### src/fnd_consts.svh
`ifndef FND_CONSTS_SVH
`define FND_CONSTS_SVH

//////////////////////////////////////////////////////////////////////
// datapath widths
//////////////////////////////////////////////////////////////////////

`define FND_COUNT_WIDTH   12  // binary count, wraps at 4095
`define FND_DIGITS        4   // digits on the display
`define FND_NIBBLE_WIDTH  4   // one hex or decimal digit
`define FND_BCD_WIDTH     16  // four packed decimal digits
`define FND_SEG_WIDTH     8   // a..g plus decimal point

//////////////////////////////////////////////////////////////////////
// default timing
//////////////////////////////////////////////////////////////////////

// clocks per count step while run is high
`define FND_TICK_DIV      4

// scan divider width, com steps every 2**bits clocks
`define FND_SCAN_DIV_BITS 3

`endif

### src/fnd_pkg.sv
`default_nettype none

package fnd_pkg;

    `include "fnd_consts.svh"

    // binary count from the tick counter
    typedef logic [`FND_COUNT_WIDTH-1:0] count_t;

    // four decimal digits, units in [3:0]
    typedef logic [`FND_BCD_WIDTH-1:0] bcd_t;

    typedef logic [`FND_NIBBLE_WIDTH-1:0] nibble_t; // one digit value

    // active-low digit common, exactly one bit low
    // 1110 is the units digit, 0111 the most significant
    typedef logic [`FND_DIGITS-1:0] com_t;

    // active-low segments, a in bit 7 down to g in bit 1, dp in bit 0
    typedef logic [`FND_SEG_WIDTH-1:0] seg_t;

endpackage : fnd_pkg

`default_nettype wire

### src/tick_counter.sv
`default_nettype none

`include "fnd_consts.svh"

module tick_counter
    import fnd_pkg::*;
#(
    parameter int TICK_DIV = `FND_TICK_DIV
) (
    input  wire    clk,
    input  wire    reset_p,
    input  logic   run,
    output count_t count
);

    localparam int PRE_W = (TICK_DIV > 1) ? $clog2(TICK_DIV) : 1;
    localparam logic [PRE_W-1:0] PRE_LAST = PRE_W'(TICK_DIV - 1);

    logic [PRE_W-1:0] prescale; // run-high clocks since last step

    //////////////////////////////////////////////////////////////////////
    // prescaler and count
    //////////////////////////////////////////////////////////////////////

    always_ff @(posedge clk or posedge reset_p) begin
        if (reset_p) begin
            prescale <= '0;
            count    <= '0;
        end
        else if (run) begin
            if (prescale == PRE_LAST) begin
                prescale <= '0;
                count    <= count + 1'b1; // wraps 4095 -> 0
            end
            else begin
                prescale <= prescale + 1'b1;
            end
        end
    end

    // any change of count is a single step taken in a run-high cycle
    a_count_step : assert property (
        @(posedge clk) disable iff (reset_p)
        (count != $past(count)) |->
            ($past(run) && (count == count_t'($past(count) + 1'b1)))
    ) else $error("tick_counter: count moved from %0d to %0d", $past(count), count);

endmodule : tick_counter

`default_nettype wire

### src/bin_to_bcd.sv
`default_nettype none

`include "fnd_consts.svh"

module bin_to_bcd
    import fnd_pkg::*;
(
    input  count_t bin,
    output bcd_t   bcd
);

    localparam int NW = `FND_NIBBLE_WIDTH;

    //////////////////////////////////////////////////////////////////////
    // shift-and-add-3
    //////////////////////////////////////////////////////////////////////

    always_comb begin
        bcd_t acc;
        acc = '0;
        for (int i = 0; i < `FND_COUNT_WIDTH; i++) begin
            acc = {acc[`FND_BCD_WIDTH-2:0], bin[`FND_COUNT_WIDTH-1-i]}; // msb first
            // correct digits ahead of the next shift, none after the last
            if (i < `FND_COUNT_WIDTH - 1) begin
                for (int j = 0; j < `FND_DIGITS; j++) begin
                    if (acc[j*NW +: NW] > nibble_t'(4))
                        acc[j*NW +: NW] = acc[j*NW +: NW] + nibble_t'(3);
                end
            end
        end
        bcd = acc;
    end

    // no clock here, so the digit range check is a deferred immediate one
    always_comb begin
        for (int j = 0; j < `FND_DIGITS; j++) begin
            a_digit_range : assert final (bcd[j*NW +: NW] <= nibble_t'(9))
                else $error("bin_to_bcd: digit %0d is %0h for input %0d",
                            j, bcd[j*NW +: NW], bin);
        end
    end

endmodule : bin_to_bcd

`default_nettype wire

### src/digit_scanner.sv
`default_nettype none

`include "fnd_consts.svh"

module digit_scanner
    import fnd_pkg::*;
#(
    parameter int SCAN_DIV_BITS = `FND_SCAN_DIV_BITS
) (
    input  wire     clk,
    input  wire     reset_p,
    input  count_t  count,
    input  bcd_t    bcd,
    input  logic    hex_mode,
    output com_t    com,
    output nibble_t digit
);

    logic [SCAN_DIV_BITS-1:0] scan_div; // free-running
    logic                     ff_cur;
    logic                     ff_old;
    logic                     step;     // one clock per divider rising edge
    bcd_t                     shown;    // the four nibbles on offer

    //////////////////////////////////////////////////////////////////////
    // scan divider and edge detect
    //////////////////////////////////////////////////////////////////////

    always_ff @(posedge clk or posedge reset_p) begin
        if (reset_p) begin
            scan_div <= '0;
            ff_cur   <= 1'b0;
            ff_old   <= 1'b0;
        end
        else begin
            scan_div <= scan_div + 1'b1;
            ff_cur   <= scan_div[SCAN_DIV_BITS-1];
            ff_old   <= ff_cur;
        end
    end

    assign step = ff_cur & ~ff_old;

    //////////////////////////////////////////////////////////////////////
    // common ring
    //////////////////////////////////////////////////////////////////////

    always_ff @(posedge clk or posedge reset_p) begin
        if (reset_p) begin
            com <= 4'b1110;
        end
        else if (step) begin
            case (com)
                4'b1110: com <= 4'b1101;
                4'b1101: com <= 4'b1011;
                4'b1011: com <= 4'b0111;
                4'b0111: com <= 4'b1110;
                default: com <= 4'b1110; // recover from a bad state
            endcase
        end
    end

    //////////////////////////////////////////////////////////////////////
    // digit select, registered
    //////////////////////////////////////////////////////////////////////

    // hex view pads the 12-bit count with a zero top nibble
    assign shown = hex_mode ? {{(`FND_BCD_WIDTH - `FND_COUNT_WIDTH){1'b0}}, count} : bcd;

    always_ff @(posedge clk or posedge reset_p) begin
        if (reset_p) begin
            digit <= '0;
        end
        else begin
            case (com)
                4'b1110: digit <= shown[3:0];   // units
                4'b1101: digit <= shown[7:4];
                4'b1011: digit <= shown[11:8];
                4'b0111: digit <= shown[15:12]; // most significant
                default: digit <= shown[3:0];
            endcase
        end
    end

    a_com_one_low : assert property (
        @(posedge clk) disable iff (reset_p) $onehot(~com)
    ) else $error("digit_scanner: com %b does not have exactly one low bit", com);

endmodule : digit_scanner

`default_nettype wire

### src/seg_decoder.sv
`default_nettype none

module seg_decoder
    import fnd_pkg::*;
(
    input  nibble_t digit,
    output seg_t    seg_7
);

    // low bit lights a segment, dp in bit 0 stays dark
    always_comb begin
        case (digit)
            4'h0: seg_7 = 8'b0000_0011;
            4'h1: seg_7 = 8'b1001_1111;
            4'h2: seg_7 = 8'b0010_0101;
            4'h3: seg_7 = 8'b0000_1101;
            4'h4: seg_7 = 8'b1001_1001;
            4'h5: seg_7 = 8'b0100_1001;
            4'h6: seg_7 = 8'b0100_0001;
            4'h7: seg_7 = 8'b0001_1011;
            4'h8: seg_7 = 8'b0000_0001;
            4'h9: seg_7 = 8'b0001_1001;
            4'ha: seg_7 = 8'b0001_0001;
            4'hb: seg_7 = 8'b1100_0001; // lower case b
            4'hc: seg_7 = 8'b0110_0011;
            4'hd: seg_7 = 8'b1000_0101; // lower case d
            4'he: seg_7 = 8'b0110_0001;
            4'hf: seg_7 = 8'b0111_0001;
            default: seg_7 = 8'b1111_1111; // blank
        endcase
    end

endmodule : seg_decoder

`default_nettype wire

### src/fnd_counter_top.sv
`default_nettype none

`include "fnd_consts.svh"

module fnd_counter_top
    import fnd_pkg::*;
#(
    parameter int TICK_DIV      = `FND_TICK_DIV,
    parameter int SCAN_DIV_BITS = `FND_SCAN_DIV_BITS
) (
    input  wire    clk,
    input  wire    reset_p,
    input  logic   run,
    input  logic   hex_mode,
    output count_t count,
    output com_t   com,
    output seg_t   seg_7
);

    bcd_t    bcd;   // decimal view of count
    nibble_t digit; // registered nibble for the lit position

    //////////////////////////////////////////////////////////////////////
    // count -> convert -> scan -> decode
    //////////////////////////////////////////////////////////////////////

    tick_counter #(
        .TICK_DIV (TICK_DIV)
    ) u_tick_counter (
        .clk     (clk),
        .reset_p (reset_p),
        .run     (run),
        .count   (count)
    );

    bin_to_bcd u_bin_to_bcd (
        .bin (count),
        .bcd (bcd)
    );

    digit_scanner #(
        .SCAN_DIV_BITS (SCAN_DIV_BITS)
    ) u_digit_scanner (
        .clk      (clk),
        .reset_p  (reset_p),
        .count    (count),
        .bcd      (bcd),
        .hex_mode (hex_mode),
        .com      (com),
        .digit    (digit)
    );

    seg_decoder u_seg_decoder (
        .digit (digit),
        .seg_7 (seg_7)
    );

endmodule : fnd_counter_top

`default_nettype wire

### config.mk
export PLATFORM = sky130hd
export DESIGN_NAME = fnd_counter_top
export DESIGN_NICKNAME = d
export VERILOG_FILES = /design/src/fnd_pkg.sv /design/src/tick_counter.sv /design/src/bin_to_bcd.sv /design/src/digit_scanner.sv /design/src/seg_decoder.sv /design/src/fnd_counter_top.sv
export VERILOG_INCLUDE_DIRS = /design/src /design/src/src
export SDC_FILE = /design/constraint.sdc
export NUM_CORES = 1
export LEC_CHECK = 0
export ABC_AREA = 1
export BUFFER_PORTS_ARGS = -buffer_cell sky130_fd_sc_hd__buf_2
export CORE_UTILIZATION = 60
export CTS_BUF_LIST = sky130_fd_sc_hd__clkbuf_4
export DETAILED_ROUTE_END_ITERATION = 8
export PLACE_DENSITY_LB_ADDON = 0.05
export SLEW_MARGIN = 15
export SYNTH_ARGS = -nofsm -noshare
export SYNTH_HDL_FRONTEND = slang
export SYNTH_SLANG_ARGS = --single-unit
### constraint.sdc
create_clock -name clk -period 15.6 [get_ports clk]
set_input_delay 3.12 -clock clk [delete_from_list [all_inputs] [get_ports clk]]
set_output_delay 3.12 -clock clk [all_outputs]
set_load 0.02 [all_outputs]
==> impl_metrics.env <==
export IMPL_rr_worst_depth=51
export IMPL_grt_pass1_wl_mm=13.20
export IMPL_mostFrequentLayoutCell="nand2_1"
export IMPL_drv_cap=0
export IMPL_crit_type="flip-flop to flip-flop"
export IMPL_synth_cell_types=42
export IMPL_place_congestion=0.9262
export IMPL_drive_above_1_share_pct=18.59
export IMPL_grt_util_all_layers_pct=26.06
export IMPL_htreeDepth=1
export IMPL_io_buffers=26
export IMPL_crit_top_cell="nand2_1"
export IMPL_end_kind="flip-flop"
export IMPL_grt_max_degree=28
export IMPL_setup_viol=0
export IMPL_grt_pass1_vias=3073
export IMPL_ioPinCount=28
export IMPL_status="completed"
export IMPL_holdPathStages=0
export IMPL_synth_edf_count=0
export IMPL_synth_area_um2=3531
export IMPL_postCtsSetupBuffers=0
export IMPL_slowest_stage="dfrtp_1"
export IMPL_cp_num_cells=51
export IMPL_clkLatencyLatePin_ns=0.32
export IMPL_cp_max_fo=6
export IMPL_synth_compound_area_share_pct=10.06
export IMPL_dp_hpwl_mm=6.214
export IMPL_ant_nets=0
export IMPL_cts_tree="yes"
export IMPL_ctsResizeCount=0
export IMPL_cts_root_buf="clkbuf_4"
export IMPL_cp_start_kind="flip-flop"
export IMPL_rows=27
export IMPL_slew_violations=0
export IMPL_fmax_mhz=170.8
export IMPL_yosys_area_share_simple_pct=46.46
export IMPL_areaGrowthSynthToFinish_pct=6.237
export IMPL_holdWs_ns=0.3885
export IMPL_avgSynthCellArea_um2=6.339
export IMPL_path_buf_inv=10
export IMPL_max_slew_margin_pct=34.43
export IMPL_final_cells=653
export IMPL_setup_tns_ns=0
export IMPL_numPlacedInstances=649
export IMPL_post_route_drc_count=0
export IMPL_wirelength_mm=7.526
export IMPL_fillers=547
export IMPL_yosys_warnings=0
export IMPL_synth_xor_area_share_pct=3.189
export IMPL_mostFrequentLayoutCells="nand2_1, nand3_1, inv_1"
export IMPL_synthCells=557
export IMPL_layout_nets=614
export IMPL_arrival_ns=6.07
export IMPL_via_per_inst=5.254
export IMPL_worst_pin_slew_ns=0.9825
export IMPL_grt_overflow=0
export IMPL_n_antenna_cell=0
export IMPL_start_util_pct=63.34
export IMPL_slowest_delay_ns=0.46
export IMPL_fp_dieH_um=78.71
export IMPL_detail_route_wl_per_cell_um=11.53
export IMPL_syn_num_nets=589
export IMPL_core_um2=5574
export IMPL_die_area_um2=6195
export IMPL_synth_seq_cells=27
export IMPL_vias=3431
export IMPL_antenna_found_initial=0
export IMPL_fin_skew_ns=0.004612
export IMPL_synth_ff_type="dfrtp_1"
export IMPL_min_period_over_period_pct=37.53
export IMPL_clockBufferDepth=2
export IMPL_holdBufCountCts=0
export IMPL_hold_viol=0
export IMPL_synth_mux_area_share_pct=0.3189
export IMPL_rsz0062_at_grt="no"
export IMPL_synthAdderAreaFrac_pct=9.922
export IMPL_period_needed_ns=5.854
export IMPL_worstHoldPathType="flip-flop to flip-flop"
export IMPL_clkTransAtPathRegs_ns=0.14
export IMPL_critPathTopFamily="simple AND/OR/NAND/NOR gates"
export IMPL_cts_sinks=27
export IMPL_chipWidth_um=78.71
export IMPL_async_reset_ff_share_pct=100.0
export IMPL_synth_top_family_by_area="simple AND/OR/NAND/NOR gates"
export IMPL_cts_buffers=3
export IMPL_ys_seq_area_share_pct=19.24
export IMPL_firstDrtPassIters=5
export IMPL_initialDrtViolationCount=196
export IMPL_required_ns=15.82
==> path summary, 6_finish.rpt <==
| check | start | to | slack, ns |
|---|---|---|---|
| min | u_digit_scanner.ff_cur | u_digit_scanner.ff_old | 0.39 |
| max | u_tick_counter.count[9] | u_digit_scanner.digit[3] | 9.75 |
| max reg2reg | u_tick_counter.count[9] | u_digit_scanner.digit[3] | 9.75 |
| min in group asynchronous | reset_p | u_digit_scanner.scan_div[0] | 3.00 |
| min reg2reg | u_digit_scanner.ff_cur | u_digit_scanner.ff_old | 0.39 |
| max in group asynchronous | reset_p | u_tick_counter.count[6] | 12.01 |
==> cell families after synthesis <==
logic type               count (synthesis)
buffers and inverters                   99
AND/OR/NAND/NOR                        332
AO/OA/AOI/OAI                           57
XOR/XNOR                                12
adder cells (fa/ha/maj)                 28
multiplexers                             1
other                                    1
flip-flops                              27
==> registers in the layout (all words and copies together), names as in the netlist <==
register / cells
u_tick_counter.count: 12
u_digit_scanner.ff_cur: 1
u_digit_scanner.com: 4
u_tick_counter.prescale: 2
u_digit_scanner.digit: 4
u_digit_scanner.scan_div: 3
u_digit_scanner.ff_old: 1
==> synth_stat cells, types with 6 or more instances <==
cell | n | area (um^2)
a21oi_1 | 18 | 90.09
dfrtp_1 | 24 | 600.6
ha_1 | 28 | 350.3
inv_1 | 76 | 285.3
inv_2 | 15 | 56.30
nand2_1 | 155 | 581.8
nand2_2 | 28 | 175.2
nand2_4 | 14 | 157.7
nand3_1 | 79 | 395.4
nand3_2 | 10 | 100.1
nand4_1 | 6 | 37.54
nor2_1 | 27 | 101.4
o211ai_1 | 6 | 45.04
o21ai_0 | 15 | 75.07
xor2_1 | 10 | 87.58
==> area by class of cell <==
type | count | area (um^2) | share of cell area (%)
Clock buffer | 3 | 22.52 | 0.6004
Clock inverter | 1 | 5.005 | 0.1334
Inverter | 93 | 350.3 | 9.340
Multi-Input combinational cell | 431 | 2474 | 65.94
Sequential cell | 27 | 679.4 | 18.11
Tap cell | 72 | 90.09 | 2.402
Timing Repair Buffer | 26 | 130.1 | 3.469
==> metal layers <==
layer / GRT usage [%] / share of wire (%)
met1: 36.62 / 51
met3: 1.839 / 2.9
met4: 6.111 / 0.86
met2: 43.57 / 46
met5: 0 / 0
==> stage by stage <==
stage	cell area, um^2	utilization [%]	worst slack (ns)
3_3_place_gp	3724	66.80	10.05
4_1_cts	3751	67.30	9.793
3_5_place_dp	3724	66.80	9.804
5_1_grt	3751	67.30	9.111
6_report	3751	67.30	9.746
2_1_floorplan	3531	-	10.32
Power is left out: the tool's default activity adds up to more than one toggle a clock period on the data nets, which glitch-free logic cannot reach.
